==> config.mk <==
export PLATFORM = sky130hd
export DESIGN_NAME = rr_logger_top
export DESIGN_NICKNAME = d
export VERILOG_FILES = /design/src/logic/rr_pkg.sv /design/src/logic/rr_csrs.sv /design/src/logic/rr_trace_packer.sv /design/src/logic/rr_trace_writer.sv /design/src/logic/rr_logger_top.sv
export SDC_FILE = /design/constraint.sdc
export NUM_CORES = 1
export LEC_CHECK = 0
export BUFFER_PORTS_ARGS = -buffer_cell sky130_fd_sc_hd__buf_2
export CAP_MARGIN = 40
export CORE_MARGIN = 5
export CORE_UTILIZATION = 33
export CTS_CLUSTER_DIAMETER = 40
export CTS_CLUSTER_SIZE = 14
export DETAILED_ROUTE_END_ITERATION = 8
export GPL_TIMING_DRIVEN = 0
export MAX_ROUTING_LAYER = met4
export SYNTH_ARGS = -nofsm -noshare
export SYNTH_HDL_FRONTEND = slang
export SYNTH_SLANG_ARGS = --single-unit
==> constraint.sdc <==
create_clock -name clk -period 18.1 [get_ports clk]
set_input_delay 1.81 -clock clk [delete_from_list [all_inputs] [get_ports clk]]
set_output_delay 1.81 -clock clk [all_outputs]
set_load 0.02 [all_outputs]
==> src/logic/rr_pkg.sv <==
package rr_pkg;

    // widths that carry a meaning
    typedef logic [31:0] csr_word_t;
    typedef logic [3:0]  csr_idx_t;
    typedef logic [63:0] host_addr_t;
    typedef logic [31:0] trace_word_t;
    typedef logic [63:0] beat_t;
    typedef logic [31:0] count_t;

    localparam int unsigned AXIL_ADDR_W = 32;

    // address step per beat
    localparam host_addr_t BEAT_BYTES = 64'd8;

    // register indexes, taken from address bits 5:2
    localparam csr_idx_t REG_BUF_ADDR_HI   = 4'd0;
    localparam csr_idx_t REG_BUF_ADDR_LO   = 4'd1;
    localparam csr_idx_t REG_BUF_SIZE_HI   = 4'd2;
    localparam csr_idx_t REG_BUF_SIZE_LO   = 4'd3;
    localparam csr_idx_t REG_BUF_UPDATE    = 4'd4;
    localparam csr_idx_t REG_FORCE_FINISH  = 4'd5;
    localparam csr_idx_t REG_BYTES_WRITTEN = 4'd6;
    localparam csr_idx_t REG_BEATS_DROPPED = 4'd7;

    // axi-lite, master to slave
    typedef struct packed {
        logic                   awvalid;
        logic [AXIL_ADDR_W-1:0] awaddr;
        logic                   wvalid;
        csr_word_t              wdata;
        logic [3:0]             wstrb;
        logic                   bready;
        logic                   arvalid;
        logic [AXIL_ADDR_W-1:0] araddr;
        logic                   rready;
    } axil_req_t;

    // axi-lite, slave to master
    typedef struct packed {
        logic       awready;
        logic       wready;
        logic       bvalid;
        logic [1:0] bresp;
        logic       arready;
        logic       rvalid;
        csr_word_t  rdata;
        logic [1:0] rresp;
    } axil_rsp_t;

    // one host memory write
    typedef struct packed {
        host_addr_t addr;
        beat_t      data;
    } mem_wr_t;

    typedef enum logic [1:0] {
        WR_IDLE,
        WR_RUN,
        WR_FULL
    } wr_state_t;

endpackage

==> src/logic/rr_csrs.sv <==
module rr_csrs (
    input  logic               clk,
    input  logic               rstn,
    input  rr_pkg::axil_req_t  axil_req,
    output rr_pkg::axil_rsp_t  axil_rsp,
    input  rr_pkg::count_t     bytes_written,
    input  rr_pkg::count_t     beats_dropped,
    output rr_pkg::host_addr_t buf_addr,
    output rr_pkg::host_addr_t buf_size,
    output logic               buf_update,
    output logic               force_finish
);

    // configuration registers, indexes 0 to 3
    rr_pkg::csr_word_t cfg_q [4];

    logic              awready;
    logic              wready;
    logic              aw_fire;
    logic              w_fire;
    logic              aw_held_q;
    logic              w_held_q;
    rr_pkg::csr_idx_t  aw_idx_q;
    rr_pkg::csr_word_t w_data_q;
    rr_pkg::csr_word_t w_mask_q;
    rr_pkg::csr_word_t w_mask;
    logic              wr_done;
    rr_pkg::csr_idx_t  wr_idx;
    rr_pkg::csr_word_t wr_data;
    rr_pkg::csr_word_t wr_mask;
    logic              bvalid_q;
    logic              b_stall;

    logic              arready;
    logic              ar_fire;
    logic              rvalid_q;
    rr_pkg::csr_word_t rdata_q;
    rr_pkg::csr_idx_t  rd_idx;
    rr_pkg::csr_word_t rd_data;

    // no new write while the response waits for bready
    assign b_stall = bvalid_q & ~axil_req.bready;
    assign awready = ~aw_held_q & ~b_stall;
    assign wready  = ~w_held_q & ~b_stall;
    assign aw_fire = axil_req.awvalid & awready;
    assign w_fire  = axil_req.wvalid & wready;

    // complete once both halves are in, in either order
    assign wr_done = (aw_fire | aw_held_q) & (w_fire | w_held_q);

    // byte strobes to bit mask
    always_comb begin
        for (int i = 0; i < 4; i++) begin
            w_mask[8*i +: 8] = {8{axil_req.wstrb[i]}};
        end
    end

    // the channel arriving this cycle wins over the held copy
    assign wr_idx  = aw_fire ? axil_req.awaddr[5:2] : aw_idx_q;
    assign wr_data = w_fire ? axil_req.wdata : w_data_q;
    assign wr_mask = w_fire ? w_mask : w_mask_q;

    always_ff @(posedge clk) begin
        if (!rstn) begin
            aw_held_q <= 1'b0;
            w_held_q  <= 1'b0;
        end else begin
            if (wr_done) begin
                aw_held_q <= 1'b0;
            end else if (aw_fire) begin
                aw_held_q <= 1'b1;
            end
            if (wr_done) begin
                w_held_q <= 1'b0;
            end else if (w_fire) begin
                w_held_q <= 1'b1;
            end
        end
    end

    always_ff @(posedge clk) begin
        if (aw_fire) begin
            aw_idx_q <= axil_req.awaddr[5:2];
        end
        if (w_fire) begin
            w_data_q <= axil_req.wdata;
            w_mask_q <= w_mask;
        end
    end

    // strobed merge into the config registers
    always_ff @(posedge clk) begin
        if (!rstn) begin
            for (int i = 0; i < 4; i++) begin
                cfg_q[i] <= '0;
            end
        end else if (wr_done && wr_idx <= rr_pkg::REG_BUF_SIZE_LO) begin
            cfg_q[wr_idx[1:0]] <= (wr_data & wr_mask) | (cfg_q[wr_idx[1:0]] & ~wr_mask);
        end
    end

    always_ff @(posedge clk) begin
        if (!rstn) begin
            bvalid_q     <= 1'b0;
            buf_update   <= 1'b0;
            force_finish <= 1'b0;
        end else begin
            if (wr_done) begin
                bvalid_q <= 1'b1;
            end else if (axil_req.bready) begin
                bvalid_q <= 1'b0;
            end
            // single cycle pulses
            buf_update   <= wr_done && (wr_idx == rr_pkg::REG_BUF_UPDATE);
            force_finish <= wr_done && (wr_idx == rr_pkg::REG_FORCE_FINISH);
        end
    end

    // read side
    assign arready = ~(rvalid_q & ~axil_req.rready);
    assign ar_fire = axil_req.arvalid & arready;
    assign rd_idx  = axil_req.araddr[5:2];

    always_comb begin
        case (rd_idx)
            rr_pkg::REG_BUF_ADDR_HI:   rd_data = cfg_q[0];
            rr_pkg::REG_BUF_ADDR_LO:   rd_data = cfg_q[1];
            rr_pkg::REG_BUF_SIZE_HI:   rd_data = cfg_q[2];
            rr_pkg::REG_BUF_SIZE_LO:   rd_data = cfg_q[3];
            rr_pkg::REG_BYTES_WRITTEN: rd_data = bytes_written;
            rr_pkg::REG_BEATS_DROPPED: rd_data = beats_dropped;
            // pulse registers and unused indexes
            default:                   rd_data = '0;
        endcase
    end

    always_ff @(posedge clk) begin
        if (!rstn) begin
            rvalid_q <= 1'b0;
        end else if (ar_fire) begin
            rvalid_q <= 1'b1;
        end else if (axil_req.rready) begin
            rvalid_q <= 1'b0;
        end
    end

    // data sampled at ar acceptance
    always_ff @(posedge clk) begin
        if (ar_fire) begin
            rdata_q <= rd_data;
        end
    end

    always_comb begin
        axil_rsp         = '0;
        axil_rsp.awready = awready;
        axil_rsp.wready  = wready;
        axil_rsp.bvalid  = bvalid_q;
        axil_rsp.bresp   = 2'b00;
        axil_rsp.arready = arready;
        axil_rsp.rvalid  = rvalid_q;
        axil_rsp.rdata   = rdata_q;
        axil_rsp.rresp   = 2'b00;
    end

    assign buf_addr = {cfg_q[0], cfg_q[1]};
    assign buf_size = {cfg_q[2], cfg_q[3]};

endmodule

==> src/logic/rr_trace_packer.sv <==
module rr_trace_packer (
    input  logic                clk,
    input  logic                rstn,
    input  logic                trace_valid,
    input  rr_pkg::trace_word_t trace_word,
    output logic                trace_ready,
    input  logic                force_finish,
    output logic                beat_valid,
    output rr_pkg::beat_t       beat,
    input  logic                beat_ready
);

    rr_pkg::trace_word_t half_q;
    logic                half_full_q;
    logic                flush_pend_q;
    rr_pkg::beat_t       beat_q;
    logic                beat_valid_q;

    logic slot_free;
    logic trace_fire;
    logic pair_done;
    logic flush_req;
    logic flush;

    // output register empty or emptying this cycle
    assign slot_free   = ~beat_valid_q | beat_ready;
    assign trace_ready = slot_free;
    assign trace_fire  = trace_valid & trace_ready;
    assign pair_done   = trace_fire & half_full_q;

    // a flush waits for the output slot; a completed pair makes it moot
    assign flush_req = (force_finish | flush_pend_q) & half_full_q;
    assign flush     = flush_req & slot_free & ~trace_fire;

    always_ff @(posedge clk) begin
        if (!rstn) begin
            half_full_q  <= 1'b0;
            flush_pend_q <= 1'b0;
            beat_valid_q <= 1'b0;
        end else begin
            if (pair_done || flush) begin
                half_full_q <= 1'b0;
            end else if (trace_fire) begin
                half_full_q <= 1'b1;
            end
            flush_pend_q <= flush_req & ~pair_done & ~flush;
            if (pair_done || flush) begin
                beat_valid_q <= 1'b1;
            end else if (beat_ready) begin
                beat_valid_q <= 1'b0;
            end
        end
    end

    always_ff @(posedge clk) begin
        if (trace_fire && !half_full_q) begin
            half_q <= trace_word;
        end
        // first word of the pair goes low
        if (pair_done) begin
            beat_q <= {trace_word, half_q};
        end else if (flush) begin
            beat_q <= {32'h0, half_q};
        end
    end

    assign beat_valid = beat_valid_q;
    assign beat       = beat_q;

endmodule

==> src/logic/rr_trace_writer.sv <==
module rr_trace_writer (
    input  logic               clk,
    input  logic               rstn,
    input  rr_pkg::host_addr_t buf_addr,
    input  rr_pkg::host_addr_t buf_size,
    input  logic               buf_update,
    input  logic               beat_valid,
    input  rr_pkg::beat_t      beat,
    output logic               beat_ready,
    output logic               mem_valid,
    output rr_pkg::mem_wr_t    mem_req,
    input  logic               mem_ready,
    output rr_pkg::count_t     bytes_written,
    output rr_pkg::count_t     beats_dropped
);

    rr_pkg::wr_state_t  state_q;
    rr_pkg::host_addr_t offset_q;
    rr_pkg::host_addr_t next_offset;
    logic               mem_valid_q;
    rr_pkg::mem_wr_t    mem_req_q;
    rr_pkg::count_t     bytes_q;
    rr_pkg::count_t     dropped_q;
    logic               upd_pend_q;

    logic upd_req;
    logic upd_apply;
    logic beat_fire;
    logic mem_fire;
    logic no_room;

    assign upd_req   = buf_update | upd_pend_q;
    // update waits for an outstanding request to finish
    assign upd_apply = upd_req & (~mem_valid_q | mem_ready);
    assign mem_fire  = mem_valid_q & mem_ready;

    always_comb begin
        beat_ready = 1'b0;
        if (!upd_req) begin
            case (state_q)
                rr_pkg::WR_RUN:  beat_ready = ~mem_valid_q;
                rr_pkg::WR_FULL: beat_ready = 1'b1;
                default:         beat_ready = 1'b0;
            endcase
        end
    end

    assign beat_fire   = beat_valid & beat_ready;
    assign next_offset = offset_q + rr_pkg::BEAT_BYTES;
    assign no_room     = next_offset > buf_size;

    always_ff @(posedge clk) begin
        if (!rstn) begin
            state_q     <= rr_pkg::WR_IDLE;
            offset_q    <= '0;
            mem_valid_q <= 1'b0;
            bytes_q     <= '0;
            dropped_q   <= '0;
            upd_pend_q  <= 1'b0;
        end else begin
            upd_pend_q <= upd_req & ~upd_apply;
            if (mem_fire) begin
                mem_valid_q <= 1'b0;
                bytes_q     <= bytes_q + rr_pkg::count_t'(rr_pkg::BEAT_BYTES);
            end
            if (upd_apply) begin
                state_q   <= rr_pkg::WR_RUN;
                offset_q  <= '0;
                bytes_q   <= '0;
                dropped_q <= '0;
            end else if (beat_fire) begin
                if (state_q == rr_pkg::WR_FULL || no_room) begin
                    // beat goes nowhere
                    state_q   <= rr_pkg::WR_FULL;
                    dropped_q <= dropped_q + 1'b1;
                end else begin
                    mem_valid_q <= 1'b1;
                    offset_q    <= next_offset;
                end
            end
        end
    end

    always_ff @(posedge clk) begin
        if (beat_fire && state_q == rr_pkg::WR_RUN && !no_room) begin
            mem_req_q.addr <= buf_addr + offset_q;
            mem_req_q.data <= beat;
        end
    end

    assign mem_valid     = mem_valid_q;
    assign mem_req       = mem_req_q;
    assign bytes_written = bytes_q;
    assign beats_dropped = dropped_q;

endmodule

==> src/logic/rr_logger_top.sv <==
module rr_logger_top (
    input  logic                clk,
    input  logic                rstn,
    input  rr_pkg::axil_req_t   axil_req,
    output rr_pkg::axil_rsp_t   axil_rsp,
    input  logic                trace_valid,
    input  rr_pkg::trace_word_t trace_word,
    output logic                trace_ready,
    output logic                mem_valid,
    output rr_pkg::mem_wr_t     mem_req,
    input  logic                mem_ready
);

    // csr levels and pulses
    rr_pkg::host_addr_t buf_addr;
    rr_pkg::host_addr_t buf_size;
    logic               buf_update;
    logic               force_finish;

    // status back from the writer
    rr_pkg::count_t     bytes_written;
    rr_pkg::count_t     beats_dropped;

    // packer to writer
    logic               beat_valid;
    rr_pkg::beat_t      beat;
    logic               beat_ready;

    rr_csrs i_csrs (
        .clk           (clk),
        .rstn          (rstn),
        .axil_req      (axil_req),
        .axil_rsp      (axil_rsp),
        .bytes_written (bytes_written),
        .beats_dropped (beats_dropped),
        .buf_addr      (buf_addr),
        .buf_size      (buf_size),
        .buf_update    (buf_update),
        .force_finish  (force_finish)
    );

    rr_trace_packer i_packer (
        .clk          (clk),
        .rstn         (rstn),
        .trace_valid  (trace_valid),
        .trace_word   (trace_word),
        .trace_ready  (trace_ready),
        .force_finish (force_finish),
        .beat_valid   (beat_valid),
        .beat         (beat),
        .beat_ready   (beat_ready)
    );

    rr_trace_writer i_writer (
        .clk           (clk),
        .rstn          (rstn),
        .buf_addr      (buf_addr),
        .buf_size      (buf_size),
        .buf_update    (buf_update),
        .beat_valid    (beat_valid),
        .beat          (beat),
        .beat_ready    (beat_ready),
        .mem_valid     (mem_valid),
        .mem_req       (mem_req),
        .mem_ready     (mem_ready),
        .bytes_written (bytes_written),
        .beats_dropped (beats_dropped)
    );

endmodule

==> metrics, run 1 <==
outcome=finished clean; post-route cell area=about 0.035 sq mm; Core Area=between 0.08 and 0.09 sq mm; minimum clock period=roughly 8 ns; Initial DRT Pass Iterations=6; HP Class=flip-flop to flip-flop; final period utilization=approximately 44%; worst slew pin tran=around 0.95 ns; worst skew pair latency=roughly 0.7 ns; Final setup viols=0; Clock Pin Slew Worst Setup and Hold Paths=0.06 ns; Slew Limit Fails=0; Power per Cell Area=106 mW/mm^2; sequential share of power=40.5%; total grt overflow=0; PostCTS Resize Cnt=0; Arr. time, crit path=around 8.3 ns; Setup crit end kind=flip-flop; CP max FO=31; Syn Inst Count=2755; Int Power=between 2 and 3 mW; WL/cell=~24 microns; Die Area=around 0.093 sq mm; async set-reset flop share out of synthesis=0%; antenna viol nets, final=0; dpl ws=10.18 ns; io pins=between 300 and 400; initial antenna violation count=8; hold path depth=0; critical path type=flip-flop to flip-flop; Vias per Instance=around 5.4; clock tree sinks=roughly 590; # rows=around 110; EDFF count, synth=384; CP Data Required Time=approximately 18 ns; Switch Pwr=around 1 mW; RSZ-0062 raised after global routing=no; Mapped Avg Cell Area=roughly 10 sq um; Layout Skew=around 0.035 ns; clock share of power=slightly above 50%; setup TNS=0 ns; hold buffer count at cts=0; Post-CTS Setup Inserts=0; global-route usage over all layers=between 20 and 25%; R2R depth=26; Longest Clk Path Bufs=3; Syn-to-layout area delta=23.4%; fmax=about 130 MHz; max-cap viol count=0; Initial Util=around 33%; largest net degree at the start of global routing=32; DRT Wirelength=a little over 100 mm; global-route wire length before repair=about 150 mm; Lkg Pwr=roughly 14 nW; Synth Flop Type=edfxtp_1; CTS tree=built; Yosys reg bits=587; Net Sw Frac=about 27%; placed cell areas=~0.032 sq mm; Distinct cells, synth=between 70 and 80; H-tree depth=3; Setup WS post-layout=between 10 and 15 ns; Die Span Y=305 microns; Fill cells=between 8k and 9k; final layout net count=3409; vias in the first global route=roughly 22k; Worst slew margin=between 30 and 40%; sequential-to-total area share from yosys stat=between 50% and 60%; Post-DP HPWL=80.8 mm; via count=23.6k; clock root buffer=clkbuf_16; die width=between 300 and 400 microns; worst IR drop on VDD=92.2 uV; layout cells sized above 1=around 16%; type of origin of the critical path=flip-flop; Synthesis Warnings=0; CTS buffer count=100; Final Hold Viols=0; drt initial violations=2680; Gate power share=8.7%; port bufs=251; Cell Area, Synth=roughly 0.029 sq mm; routability cong.=around 1; residual DRC count=0
## per-stage QoR
step | hold WS [ns] | total power [mW] | util [%] | instances
after floorplan | 0.400 | 1.72 | - | 2758
after global placement | 0.400 | 1.86 | 36.3 | 4164
after detailed placement | 0.405 | 1.87 | 36.9 | 4193
after CTS | 0.397 | 3.79 | 40.9 | 4381
after global routing | 0.405 | 3.90 | 40.9 | 4386
final | 0.394 | 3.77 | 40.9 | 4387
## layer usage
metal,share of wire (%),GRT usage (%),vias up
li1,-,-,11000
met1,44,30.4,11300
met2,44,33.4,1110
met3,9.2,4.71,207
met4,2.9,6.39,0
met5,0,-,-
## critical path, cell delays in order, from the launching register on
cell	delay (ns)
dfxtp_1	0.47
ha_1	0.36
nand3_2	0.14
or2_0	0.25
buf_2	0.16
or4_4	0.48
buf_6	0.15
nor3_4	0.18
nand2_2	0.13
or3_4	0.37
nor2_1	0.35
nand2_2	0.20
nor2_1	0.15
xnor2_1	0.10
ha_1	0.30
nand4_1	0.26
nor4_4	0.46
nand3_1	0.22
or4_1	0.51
or4_1	0.54
a21boi_1	0.16
buf_2	0.19
buf_1	0.35
nor2_4	0.42
buf_12	0.24
buf_12	0.21
buf_12	0.22
## area by class of cell
type / instances / area, sq um / share of cell area [%]
clock inverters: 69 / 808 / 2.28
flip-flops and latches: 587 / 15600 / 44.0
well taps: 1155 / 1450 / 4.07
diodes: 5 / 12.5 / 0.0353
plain buffers: 141 / 592 / 1.67
repair buffers: 281 / 1720 / 4.84
inverters: 118 / 443 / 1.25
clock buffers: 119 / 2650 / 7.46
multi-input cells: 1912 / 12200 / 34.4
## final timing paths
| path | startpoint | end | slack (ns) |
|---|---|---|---|
| hold reg to reg | i_packer.half_q[27]$_DFFE_PP_ | i_packer.beat[27]$_DFFE_PP_ | 0.39 |
| hold / removal | i_packer.half_q[27]$_DFFE_PP_ | i_packer.beat[27]$_DFFE_PP_ | 0.39 |
| setup reg to reg | i_writer.offset_q[3]$_SDFFE_PP0P_ | i_writer.mem_req[119]$_DFFE_PP_ | 10.13 |
| setup / recovery | i_writer.offset_q[3]$_SDFFE_PP0P_ | i_writer.mem_req[119]$_DFFE_PP_ | 10.13 |
## kinds of logic (layout without fill, tap and decap cells)
kind of cell / count (synthesis) / count (layout) / synth area share (%)
AND/OR/NAND/NOR: 973 / 973 / 16.6
AO/OA/AOI/OAI: 615 / 615 / 14.0
flip-flops: 587 / 587 / 54.2
buffers and inverters: 259 / 728 / 3.60
XOR/XNOR: 155 / 155 / 4.72
adder cells (fa/ha/maj): 127 / 127 / 5.55
multiplexers: 38 / 38 / 1.33
other: 1 / 9 / 0.0130
## state kept, by name, summed over array words and instances (netlist names), 32 cells and up
register,cells
i_csrs.rdata_q,32
i_writer.mem_req,128
i_csrs.w_mask_q,32
i_writer.offset_q,61
i_packer.half_q,32
i_packer.beat,64
i_writer.beats_dropped,32
i_csrs.cfg_q,128
i_csrs.w_data_q,32
## layout by cell type (no fill, tap or decap), drive strengths merged, types with 20 or more instances in the layout
cell / Yosys / final
edfxtp: 384 / 384
nand2: 306 / 306
buf: 24 / 300
clkbuf: 117 / 237
dfxtp: 203 / 203
nor2: 183 / 183
a21oi: 147 / 147
inv: 118 / 144
ha: 126 / 126
nor3: 122 / 122
o21ai: 98 / 98
xnor2: 96 / 96
a21o: 95 / 95
a22oi: 92 / 92
nand3: 81 / 81
xor2: 59 / 59
or3: 54 / 54
nand4: 47 / 47
and2: 43 / 43
a31oi: 36 / 36
a211oi: 36 / 36
mux2i: 36 / 36
or4: 33 / 33
clkinv: 0 / 29
and3: 28 / 28
o31ai: 20 / 20
nor4: 20 / 20
## power groups by stage
stage,Clock [mW],Sequential (mW),Combinational [mW]
3_5_place_dp,0,1.55,0.318
6_report,1.92,1.53,0.326
5_1_grt,2.02,1.53,0.347
4_1_cts,1.95,1.53,0.320
2_1_floorplan,0,1.54,0.179
3_3_place_gp,0,1.56,0.307
## cells in the mapped netlist, drive strengths merged, types with 3 or more instances
cell type / n / area, sq um
a21boi: 6 / 45.1
a211o: 5 / 43.8
xnor2: 96 / 841
or4: 33 / 251
and4: 7 / 61.3
or3: 54 / 348
o21a: 13 / 97.6
nand2b: 11 / 68.8
o21ai: 98 / 490
o211ai: 16 / 120
o221ai: 3 / 26.3
nor4: 20 / 155
clkbuf: 117 / 439
mux2i: 36 / 360
a211oi: 36 / 270
and3: 28 / 175
nand3: 81 / 410
or2: 13 / 81.3
nand2: 306 / 1150
a31o: 6 / 52.6
o31ai: 20 / 150
buf: 24 / 153
nor2: 183 / 687
xor2: 59 / 517
nand4: 47 / 300
ha: 126 / 1580
a31oi: 36 / 225
o21bai: 14 / 105
dfxtp: 203 / 4060
nor2b: 16 / 100
a222oi: 3 / 30.0
nor3: 122 / 622
nor4b: 5 / 43.8
a21oi: 147 / 736
o2111ai: 3 / 26.3
a221oi: 6 / 52.6
inv: 118 / 443
a22oi: 92 / 691
a21o: 95 / 713
edfxtp: 384 / 11500
and2: 43 / 269
Note: power is estimated with default switching activity, not from simulation.
==> run 2: changes to the inputs <==
Settings changed: ABC_AREA from default to 1.
Clock period 18.1 ns to 7 ns, I/O delays scaled along.
==> metrics, run 2 <==
outcome=finished clean; worst IR drop on VDD=161 uV (+75%); Core Area=0.0932 sq mm (+7.6%); placed insts=5132 (+22%); via count=26.7k (+13%); HP Class=input pin to flip-flop; Power per Cell Area=254 mW/mm^2 (+140%); commonest cells after routing, fill and taps aside=nand2_1 (709), inv_1 (530), nor2_1 (499); CP Data Required Time=7.31 ns (-11.15 ns); Arr. time, crit path=5.74 ns (-2.59 ns); CTS tree=built; Synth area leader=edfxtp_1; worst slew pin tran=1.02 ns (+0.0757 ns); clock root buffer=clkbuf_16; Setup crit end kind=flip-flop; initial antenna violation count=7 (-1); Mapped Avg Cell Area=8.57 sq um (-18%); residual DRC count=0 (unchanged); antenna viol nets, final=0 (unchanged); critical path type=flip-flop to flip-flop; drt initial violations=2699 (+0.71%); Initial DRT Pass Iterations=6 (unchanged); RSZ-0062 raised after global routing=no; Initial Util=33.2% (about the same); type of origin of the critical path=flip-flop; dpl ws=1.66 ns (-8.52 ns); Post-CTS Setup Inserts=0 (unchanged); routability cong.=1.05 (+7.0%); Lkg Pwr=16.0 nW (+14%); Slew Limit Fails=0 (unchanged); die width=316 microns (+3.6%); worst skew pair latency=0.67 ns (about the same); global-route wire length before repair=172 mm (+14%); # rows=112 (+3.7%); Syn-to-layout area delta=20.5%; Yosys reg bits=587 (unchanged); port bufs=250 (-0.40%); CTS buffer count=92 (-8.0%); global-route usage over all layers=24.0% (+1.9 points); async set-reset flop share out of synthesis=0% (unchanged); Worst slew margin=31.8% (-5.0 points); DRT Wirelength=120 mm (+15%); io pins=312 (unchanged); Setup WS post-layout=1.57 ns (-8.56 ns); CP max FO=63 (+100%); top cells by count, synth=nand2_1 (712), inv_1 (531), nor2_1 (500), edfxtp_1 (384), a21oi_1 (207); fmax=184 MHz (+47%); Post-DP HPWL=97.0 mm (+20%); Synth Flop Type=edfxtp_1; final hold slack=0.244 ns (-0.150 ns); PostCTS Resize Cnt=0 (unchanged); final non-filler cell total=5310 (+21%); Die Span Y=316 microns (+3.6%); Vias per Instance=5.03 (-6.6%); H-tree depth=3 (unchanged); WL/cell=22.5 microns (-4.9%); Final setup viols=0 (unchanged); Clock Pin Slew Worst Setup and Hold Paths=0.06 ns (about the same); commonest non-fill, non-tap cell in the layout=nand2_1; layout cells sized above 1=14.4% (-1.2 points); Final Hold Viols=0 (unchanged); final period utilization=77.5% (+33 points); clock tree sinks=587 (unchanged); largest net degree at the start of global routing=64 (+100%); Syn Inst Count=3612 (+31%); Synthesis Warnings=0 (unchanged); Distinct cells, synth=58 (-21%); max-cap viol count=0 (unchanged); cell with the most instances after synthesis=nand2_1; sequential-to-total area share from yosys stat=50.4% (-3.9 points); total grt overflow=0 (unchanged); Die Area=0.100 sq mm (+7.4%); Longest Clk Path Bufs=3 (unchanged); minimum clock period=5.43 ns (-2.54 ns); EDFF count, synth=384 (unchanged); Fill cells=9460 (+13%); hold buffer count at cts=0 (unchanged); Synth area leaders=edfxtp_1 (37%), dfxtp_1 (13%), nand2_1 (8.6%); Yosys top cell area share=37.3% (-2.8 points); final layout net count=4240 (+24%); vias in the first global route=25.4k (+14%); Layout Skew=0.0371 ns (+0.00258 ns); Cell Area, Synth=0.0309 sq mm (+7.6%)
run 2: logic make-up (layout without fill, tap and decap cells):
| logic type | after synthesis | count (layout) | share of synthesized area [%] |
|---|---|---|---|
| AOI/OAI and AO/OA | 537 | 537 | 10.5 |
| xor gates and xnor gates | 145 | 145 | 4.15 |
| adders and majority gates | 127 | 127 | 5.16 |
| buffers and inverters | 649 | 1083 | 8.31 |
| DFF | 587 | 587 | 50.4 |
| other | 1 | 11 | 0.0121 |
| and+or+nand+nor | 1566 | 1566 | 21.5 |
run 2: critical path: stages, from the launching register on:
cell	delay, ns
dfxtp_1	0.48
nand2_1	0.13
nor2_1	0.17
nand4_1	0.20
nor4_2	0.61
nand2_1	0.25
nor2_1	0.20
xor2_1	0.39
ha_1	0.19
nand2_1	0.06
nor2_1	0.14
nand2_1	0.09
nor2_1	0.29
and3b_1	0.26
nand4_2	0.11
nand2_4	0.23
and3_4	0.52
buf_16	0.33
buf_16	0.29
run 2: cell type report:
| type | instances | area, sq um | area share [%] |
|---|---|---|---|
| antenna | 7 | 17.5 | 0.0470 |
| buffer | 99 | 508 | 1.36 |
| clock buffer | 95 | 2330 | 6.26 |
| clock inverter | 76 | 887 | 2.38 |
| inverter | 550 | 2070 | 5.54 |
| multi-input combinational | 2379 | 12800 | 34.4 |
| sequential | 587 | 15600 | 41.8 |
| tap | 1254 | 1570 | 4.21 |
| timing repair buffer | 263 | 1480 | 3.97 |
run 2: through the flow:
step	utilization (%)	setup TNS [ns]	cell area, sq um	total power, mW
after detailed placement	36.5	0	34100	4.82
final	40.0	0	37300	9.48
after floorplan	-	0	31000	4.46
after CTS	40.0	0	37300	9.55
after global placement	36.3	-274.78	33800	4.80
after global routing	40.0	0	37300	9.81
run 2: path summary, 6_finish.rpt:
check                                           from                        endpoint  slack (ns)  cells after the start
setup / recovery  i_writer.offset_q[10]$_SDFFE_PP0P_  i_writer.mem_req[48]$_DFFE_PP_        1.57                     18
hold / removal                         trace_word[1]    i_packer.half_q[1]$_DFFE_PP_        0.24                      1
setup reg to reg  i_writer.offset_q[10]$_SDFFE_PP0P_  i_writer.mem_req[48]$_DFFE_PP_        1.57                     18
hold reg to reg        i_packer.half_q[16]$_DFFE_PP_     i_packer.beat[16]$_DFFE_PP_        0.40                      0
run 2: power breakdown:
part | switching (mW) | internal, mW
clock network | 1.91 | 2.80
logic | 0.583 | 0.242
registers | 0.0945 | 3.85
total | 2.59 | 6.90
run 2: routing by layer:
metal | global-route usage, % | vias to the layer above | part of all wire, % | wire (microns)
met2 | 36.1 | 1203 | 44 | 52300
met5 | - | - | 0 | 0
met1 | 32.3 | 12500 | 43 | 52000
met4 | 9.39 | 0 | 4.4 | 5280
met3 | 4.69 | 227 | 8.4 | 10000
li1 | - | 12800 | - | -
